--- config.mk ---
export PLATFORM = sky130hd
export DESIGN_NAME = ascon_ctrl_top
export DESIGN_NICKNAME = d
export VERILOG_FILES = /design/src/hw/ascon_pkg.sv /design/src/hw/round_counter.sv /design/src/hw/phase_fsm.sv /design/src/hw/strobe_decode.sv /design/src/hw/ascon_ctrl_top.sv
export SDC_FILE = /design/constraint.sdc
export NUM_CORES = 1
export LEC_CHECK = 0
export BUFFER_PORTS_ARGS = -buffer_cell sky130_fd_sc_hd__buf_2
export CAP_MARGIN = 25
export CORE_MARGIN = 2
export CORE_UTILIZATION = 45
export DETAILED_ROUTE_END_ITERATION = 10
export PLACE_DENSITY = 0.67
export SKIP_LAST_GASP = 1
export SLEW_MARGIN = 20
export SYNTH_ARGS = -nofsm -noshare
export SYNTH_HDL_FRONTEND = slang
export SYNTH_SLANG_ARGS = --single-unit
export TNS_END_PERCENT = 50
--- constraint.sdc ---
create_clock -name clock_i -period 1.6 [get_ports clock_i]
set_input_delay 0.24 -clock clock_i [delete_from_list [all_inputs] [get_ports clock_i]]
set_output_delay 0.24 -clock clock_i [all_outputs]
set_load 0.02 [all_outputs]
--- src/hw/ascon_pkg.sv ---
// ##############################
// Ascon control definitions
// ##############################

package ascon_pkg;

  // Round counter
  localparam int ROUND_W = 4;

  typedef logic [ROUND_W-1:0] round_t;

  // First round of a 12-round permutation
  localparam round_t ROUND_FIRST_A = 4'd0;
  // First round of a 6-round permutation
  localparam round_t ROUND_FIRST_B = 4'd6;
  // Both permutations end here
  localparam round_t ROUND_LAST = 4'd11;

  // Text block counter
  localparam int BLOCK_W = 2;

  // Plaintext blocks that run 6 rounds
  localparam logic [BLOCK_W-1:0] NUM_FULL_TEXT = 2'd3;

  // Sequencer phases
  typedef enum logic [3:0] {
    ph_idle         = 4'd0,
    ph_conf_init    = 4'd1,
    ph_init_rounds  = 4'd2,
    ph_wait_ad      = 4'd3,
    ph_ad_rounds    = 4'd4,
    ph_wait_text    = 4'd5,
    ph_text_rounds  = 4'd6,
    // Last block has no permutation of its own
    ph_wait_last    = 4'd7,
    ph_last_text    = 4'd8,
    ph_final_rounds = 4'd9,
    ph_done         = 4'd10
  } phase_t;

endpackage

--- src/hw/round_counter.sv ---
// ##############################
// Round counter
// ##############################

`timescale 1ns/10ps

module round_counter (
  input  logic              clock_i,
  input  logic              resetb_i,
  input  ascon_pkg::phase_t phase_i,
  output ascon_pkg::round_t round_o,
  output logic              round_last_o
);

  ascon_pkg::round_t round_q;

  always_ff @(posedge clock_i or negedge resetb_i)
  begin
    if (!resetb_i)
    begin
      round_q <= '0;
    end
    else
    begin
      case (phase_i)
        ascon_pkg::ph_conf_init,
        ascon_pkg::ph_last_text:
        begin
          round_q <= ascon_pkg::ROUND_FIRST_A;
        end
        // Preset for the 6-round permutation that follows
        ascon_pkg::ph_wait_ad,
        ascon_pkg::ph_wait_text,
        ascon_pkg::ph_wait_last:
        begin
          round_q <= ascon_pkg::ROUND_FIRST_B;
        end
        ascon_pkg::ph_init_rounds,
        ascon_pkg::ph_ad_rounds,
        ascon_pkg::ph_text_rounds,
        ascon_pkg::ph_final_rounds:
        begin
          round_q <= round_q + 1'b1;
        end
        default:
        begin
          round_q <= round_q;
        end
      endcase
    end
  end

  assign round_o      = round_q;
  assign round_last_o = (round_q == ascon_pkg::ROUND_LAST);

  // Round stays in range during a permutation
  a_round_in_range: assert property (
    @(posedge clock_i) disable iff (!resetb_i)
    (phase_i inside {ascon_pkg::ph_init_rounds, ascon_pkg::ph_ad_rounds,
                     ascon_pkg::ph_text_rounds, ascon_pkg::ph_final_rounds})
    |-> (round_q <= ascon_pkg::ROUND_LAST)
  );

endmodule

--- src/hw/phase_fsm.sv ---
// ##############################
// Phase sequencer FSM
// ##############################

`timescale 1ns/10ps

module phase_fsm (
  input  logic              clock_i,
  input  logic              resetb_i,
  input  logic              start_i,
  input  logic              data_valid_i,
  input  logic              round_last_i,
  output ascon_pkg::phase_t phase_o
);

  ascon_pkg::phase_t phase_q;
  ascon_pkg::phase_t phase_d;

  logic [ascon_pkg::BLOCK_W-1:0] text_cnt_q;
  logic                          text_full;

  // Current block is the last one that runs 6 rounds
  assign text_full = (text_cnt_q == ascon_pkg::NUM_FULL_TEXT - 1'b1);

  always_ff @(posedge clock_i or negedge resetb_i)
  begin
    if (!resetb_i)
    begin
      phase_q <= ascon_pkg::ph_idle;
    end
    else
    begin
      phase_q <= phase_d;
    end
  end

  // Completed full text blocks
  always_ff @(posedge clock_i or negedge resetb_i)
  begin
    if (!resetb_i)
    begin
      text_cnt_q <= '0;
    end
    else if (phase_q == ascon_pkg::ph_wait_ad)
    begin
      text_cnt_q <= '0;
    end
    else if (phase_q == ascon_pkg::ph_text_rounds && round_last_i)
    begin
      text_cnt_q <= text_cnt_q + 1'b1;
    end
  end

  always_comb
  begin
    phase_d = phase_q;
    case (phase_q)
      ascon_pkg::ph_idle:
      begin
        if (start_i)
        begin
          phase_d = ascon_pkg::ph_conf_init;
        end
      end
      ascon_pkg::ph_conf_init:
      begin
        phase_d = ascon_pkg::ph_init_rounds;
      end
      ascon_pkg::ph_init_rounds:
      begin
        if (round_last_i)
        begin
          phase_d = ascon_pkg::ph_wait_ad;
        end
      end
      ascon_pkg::ph_wait_ad:
      begin
        if (data_valid_i)
        begin
          phase_d = ascon_pkg::ph_ad_rounds;
        end
      end
      ascon_pkg::ph_ad_rounds:
      begin
        if (round_last_i)
        begin
          phase_d = ascon_pkg::ph_wait_text;
        end
      end
      ascon_pkg::ph_wait_text:
      begin
        if (data_valid_i)
        begin
          phase_d = ascon_pkg::ph_text_rounds;
        end
      end
      ascon_pkg::ph_text_rounds:
      begin
        if (round_last_i)
        begin
          phase_d = text_full ? ascon_pkg::ph_wait_last : ascon_pkg::ph_wait_text;
        end
      end
      ascon_pkg::ph_wait_last:
      begin
        if (data_valid_i)
        begin
          phase_d = ascon_pkg::ph_last_text;
        end
      end
      ascon_pkg::ph_last_text:
      begin
        phase_d = ascon_pkg::ph_final_rounds;
      end
      ascon_pkg::ph_final_rounds:
      begin
        if (round_last_i)
        begin
          phase_d = ascon_pkg::ph_done;
        end
      end
      // Held until reset
      ascon_pkg::ph_done:
      begin
        phase_d = ascon_pkg::ph_done;
      end
      default:
      begin
        phase_d = ascon_pkg::ph_idle;
      end
    endcase
  end

  assign phase_o = phase_q;

  a_done_sticky: assert property (
    @(posedge clock_i) disable iff (!resetb_i)
    (phase_q == ascon_pkg::ph_done) |=> (phase_q == ascon_pkg::ph_done)
  );

  // Counter only advances in a text permutation
  a_block_cnt_range: assert property (
    @(posedge clock_i) disable iff (!resetb_i)
    (phase_q == ascon_pkg::ph_text_rounds) |-> (text_cnt_q < ascon_pkg::NUM_FULL_TEXT)
  );

endmodule

--- src/hw/strobe_decode.sv ---
// ##############################
// Datapath strobe decoder
// ##############################

`timescale 1ns/10ps

module strobe_decode (
  input  ascon_pkg::phase_t phase_i,
  input  ascon_pkg::round_t round_i,
  input  logic              round_last_i,
  output logic              en_state_o,
  output logic              cipher_valid_o,
  output logic              end_o,
  output logic              input_mode_o,
  output logic              bypass_xor_begin_o,
  output logic              mode_data_xor_begin_o,
  output logic              bypass_xor_end_o,
  output logic              key_xor_end_o
);

  logic first_a;
  logic first_b;

  assign first_a = (round_i == ascon_pkg::ROUND_FIRST_A);
  assign first_b = (round_i == ascon_pkg::ROUND_FIRST_B);

  always_comb
  begin
    // Inactive values, XORs bypassed
    en_state_o            = 1'b0;
    cipher_valid_o        = 1'b0;
    end_o                 = 1'b0;
    input_mode_o          = 1'b1;
    bypass_xor_begin_o    = 1'b1;
    mode_data_xor_begin_o = 1'b0;
    bypass_xor_end_o      = 1'b1;
    key_xor_end_o         = 1'b0;
    case (phase_i)
      ascon_pkg::ph_idle,
      ascon_pkg::ph_conf_init:
      begin
        input_mode_o = 1'b0;
      end
      ascon_pkg::ph_init_rounds:
      begin
        en_state_o       = 1'b1;
        bypass_xor_end_o = !round_last_i;
        key_xor_end_o    = round_last_i;
      end
      ascon_pkg::ph_ad_rounds:
      begin
        en_state_o            = 1'b1;
        bypass_xor_begin_o    = !first_b;
        mode_data_xor_begin_o = first_b;
        bypass_xor_end_o      = !round_last_i;
      end
      ascon_pkg::ph_text_rounds:
      begin
        en_state_o            = 1'b1;
        cipher_valid_o        = first_b;
        bypass_xor_begin_o    = !first_b;
        mode_data_xor_begin_o = first_b;
      end
      // Last block is absorbed without a permutation
      ascon_pkg::ph_last_text:
      begin
        cipher_valid_o        = 1'b1;
        bypass_xor_begin_o    = 1'b0;
        mode_data_xor_begin_o = 1'b1;
      end
      ascon_pkg::ph_final_rounds:
      begin
        // Key mode on the begin XOR
        en_state_o         = 1'b1;
        bypass_xor_begin_o = !first_a;
        bypass_xor_end_o   = !round_last_i;
        key_xor_end_o      = round_last_i;
      end
      ascon_pkg::ph_done:
      begin
        end_o = 1'b1;
      end
      default:
      begin
        input_mode_o = 1'b1;
      end
    endcase
  end

endmodule

--- src/hw/ascon_ctrl_top.sv ---
// ##############################
// Ascon control top
// ##############################

`timescale 1ns/10ps

module ascon_ctrl_top (
  input  logic              clock_i,
  input  logic              resetb_i,
  input  logic              start_i,
  input  logic              data_valid_i,
  output ascon_pkg::round_t round_o,
  output logic              en_state_o,
  output logic              cipher_valid_o,
  output logic              end_o,
  output logic              input_mode_o,
  output logic              bypass_xor_begin_o,
  output logic              mode_data_xor_begin_o,
  output logic              bypass_xor_end_o,
  output logic              key_xor_end_o
);

  ascon_pkg::phase_t phase;
  ascon_pkg::round_t round;
  logic              round_last;

  round_counter u_round_counter (
    .clock_i      (clock_i),
    .resetb_i     (resetb_i),
    .phase_i      (phase),
    .round_o      (round),
    .round_last_o (round_last)
  );

  phase_fsm u_phase_fsm (
    .clock_i      (clock_i),
    .resetb_i     (resetb_i),
    .start_i      (start_i),
    .data_valid_i (data_valid_i),
    .round_last_i (round_last),
    .phase_o      (phase)
  );

  strobe_decode u_strobe_decode (
    .phase_i               (phase),
    .round_i               (round),
    .round_last_i          (round_last),
    .en_state_o            (en_state_o),
    .cipher_valid_o        (cipher_valid_o),
    .end_o                 (end_o),
    .input_mode_o          (input_mode_o),
    .bypass_xor_begin_o    (bypass_xor_begin_o),
    .mode_data_xor_begin_o (mode_data_xor_begin_o),
    .bypass_xor_end_o      (bypass_xor_end_o),
    .key_xor_end_o         (key_xor_end_o)
  );

  assign round_o = round;

endmodule

==> metrics.md <==
| Metric | Value |
|---|---|
| Status | `finished, violations left` |
| Failing checks | `setup timing` |
| Total clock sinks | `10` |
| Synth Flop Type | `dfrtp_1` |
| Cells after synthesis | `~110` |
| CTS tree | `done` |
| Tot GR Track Use | `approximately 24%` |
| Syn avg cell area | `roughly 8.4 um^2` |
| Register area | `254 um^2` |
| Dpl hpwl | `approximately 1600 um` |
| Max FO, Critical Path | `4` |
| Die Y | `slightly below 50 um` |
| CP required | `about 1.4 ns` |
| Ys Warns | `0` |
| Share of synthesized registers carrying an async set or reset | `100%` |
| PD cells | `364 mW/mm^2` |
| Antenna Cells | `0` |
| Die X | `49.0 um` |
| WL final | `around 3000 um` |
| Worst hold start | `data_valid_i` |
| Num CTS Buffers | `3` |
| Crit path cell chain | `buf_4 > or3b_4 > o21bai_1 > buf_4` |
| Number of slew-limit violations in the final report | `0` |
| Post-synthesis sequential area ratio | `a little over a quarter` |
| Synth unique cells | `44` |
| Detailed Route Iter0 Violations | `34` |
| R2R cell count | `5` |
| Met2 Track Usage GR | `~40%` |
| Crit path DAT | `between 1.5 and 2 ns` |
| Pleak | `roughly 0.60 nW` |
| NumNets Final | `around 160` |
| Synth top area share | `between 20% and 30%` |
| Worst R2R Start | `u_phase_fsm.phase_o[1]` |
| Drt pass-1 iters | `4` |
| Peak VDD IR | `0.319 mV` |
| Max-Cap Viols | `0` |
| Mapped cell area | `just over 900 um^2` |
| Slowest CP cell | `dfrtp_2` |
| Max frequency | `roughly 540 MHz` |
| First-pass GRT wire length | `between 4000 and 5000 um` |
| Initial Utilization | `a little under half` |
| # port buffers | `15` |
| Post-route clock skew | `0.00643 ns` |
| Worst setup EP type | `output port` |
| Core Area | `0.00194 mm^2` |
| Detailed-route DRC error count | `0` |
| Rows | `16` |
| Clk root buf | `clkbuf_4` |
| Cell taking the most area after synthesis | `dfrtp_1` |
| Grt total ovfl | `0` |
| Number of hold violations in the final report | `0` |
| Hold WC Path Type | `input pin to flip-flop` |
| Worst Hold Path EP | `u_phase_fsm.phase_o[0]` |
| Max clock buf depth | `2` |
| Worst-path clk slew | `0.08 ns` |
| Worst path max stage delay | `approximately 0.44 ns` |
| Area of the multi-input gates | `672 um^2` |
| Final GP Congestion | `0.821` |
| Relative slew slack | `73.4%` |
| Fillers | `about 150` |
| Layout cell share with drive strength beyond 1 | `about 50%` |
| Synth area leaders | `dfrtp_1, ha_1, a21oi_1` |
| Final WS setup | `-0.246 ns` |
| Pin count of the biggest net entering global routing | `21` |
| Critical path's most frequent cell | `buf_4` |
| Met3 usage | `around 7%` |
| Setup TNS | `-0.945 ns` |
| RSZ-0062 raised after global routing | `true` |
| Die area | `~0.0024 mm^2` |
| Period utilization | `115%` |
| CP Class | `flip-flop to output port` |
| Syn Nets | `~120` |
| RR Endpoint | `u_round_counter.round_o[1]` |
| M1 GR Usage | `between 20 and 30%` |
| Most used routing layer | `met2` |
| Antenna violations before repair | `0` |
| Reg-to-reg slack, setup | `-0.07 ns` |
| Clock Latency Late Sink | `about 0.27 ns` |
| I/O pins | `16` |
| Slew @ Worst Pin | `0.395 ns` |
| Yosys reg bits | `10` |
| Per-cell routed wire length | `approximately 17 um` |
| Worst slack, placed | `-0.0303 ns` |
| Fin crit period | `1.85 ns` |
| CTS H-tree depth | `1` |
| Post-synth EDFFs | `0` |
| Final setup fails | `9` |
| Via/cell ratio | `between 6 and 7` |
| Via count | `1,055` |
| DRT antenna net count | `0` |
| Layout area overhead | `51.6%` |
| Hold Crit Depth | `3` |
| Number of global-route vias before repair | `between 900 and 1,000` |
| CP Launch Type | `flip-flop` |
==> routing by layer <==
layer | vias to the layer above | part of all wire (%)
li1 | 479 | -
met1 | 525 | 44
met2 | 45 | 49
met3 | 6 | 5.2
met4 | 0 | 1.0
met5 | - | 0
==> report_power, final <==
group | internal [W] | switching [W] | total, W
clock | 0.000138 | 0.0000989 | 0.000237
sequential | 0.000252 | 0 | 0.000252
combinational | 0.00000488 | 0.00000811 | 0.0000130
total | 0.000396 | 0.000107 | 0.000503
==> layout by cell type (no fill, tap or decap), drive strengths merged, types with 2 or more instances in the layout <==
cell / instances
buf: 44
dfrtp: 10
nor2: 7
a21oi: 7
inv: 7
o21ai: 6
nand2b: 6
nand2: 4
o31ai: 4
ha: 4
clkbuf: 4
or4: 3
nand3: 3
or3: 2
o2111ai: 2
a32oi: 2
xor2: 2
nor4: 2
o2bb2ai: 2
nor2b: 2
==> flip-flops by register name, summed over array words and instances, names as in the netlist <==
signal and flops:
u_round_counter.round_o 4, u_phase_fsm.phase_o 4, u_phase_fsm.text_cnt_q 2
==> metrics by stage <==
step                      power, W  hold WS [ns]  cells  cell area [um^2]  utilization (%)
final                     0.000503         0.340    174              1380             71.1
after global routing      0.000522         0.341    174              1380             71.1
after CTS                 0.000507         0.320    168              1260             64.8
after detailed placement  0.000269         0.124    154              1070             55.1
after global placement    0.000269         0.122    154              1070             55.1
after floorplan           0.000258       -0.0556    108               916                -
==> cell usage after synthesis (2+ instances only) <==
| master | count |
|---|---|
| a21oi_1 | 7 |
| a32oi_1 | 2 |
| buf_2 | 6 |
| buf_6 | 2 |
| clkbuf_1 | 2 |
| dfrtp_1 | 10 |
| ha_1 | 4 |
| inv_1 | 8 |
| nand2_1 | 4 |
| nand2b_1 | 5 |
| nand3_1 | 3 |
| nor2_1 | 7 |
| nor2b_1 | 2 |
| nor4_1 | 2 |
| o2111ai_1 | 2 |
| o21ai_0 | 6 |
| o2bb2ai_1 | 2 |
| o31ai_1 | 4 |
| or3_1 | 2 |
| or4_1 | 3 |
| xor2_1 | 2 |
==> critical path: cells and delay by family (launching register included) <==
kind	cells	cell delay [ns]
compound gates	1	0.17
buf+inv	2	0.32
flops	1	0.44
simple gates	1	0.41
==> kinds of logic after synthesis <==
family / after synthesis / share of synthesized area, %
AND/OR/NAND/NOR: 39 / 27.9
adder cells (fa/ha/maj): 4 / 5.49
flip-flops: 10 / 27.5
buffers and inverters: 18 / 9.89
XOR/XNOR: 3 / 2.89
AO/OA/AOI/OAI: 33 / 25.3
multiplexers: 1 / 1.10
==> layout make-up <==
class                           count  area share, %
Clock buffer                        4           2.63
Multi-Input combinational cell     80           48.6
Inverter                            8           2.45
Timing Repair Buffer               45           25.5
Tap cell                           27           2.45
Sequential cell                    10           18.4
==> worst max-delay path by stage <==
stage	startpoint	to
CTS	u_round_counter.round_o[0]	mode_data_xor_begin_o
global placement	u_round_counter.round_o[0]	u_round_counter.round_o[2]
global route	u_phase_fsm.phase_o[3]	mode_data_xor_begin_o
floorplan	u_round_counter.round_o[0]	mode_data_xor_begin_o
detailed placement	u_round_counter.round_o[0]	u_round_counter.round_o[2]
finish	u_phase_fsm.phase_o[2]	mode_data_xor_begin_o
==> what timing repair did <==
action                                  CTS  global route
gates resized for setup                  18            21
pin swaps                                 3             4
endpoints found under the setup margin    9            13
setup buffers                             9             6
hold endpoints to repair                 10             0
hold buffers                              1             0
(Power assumes the default switching activity.)
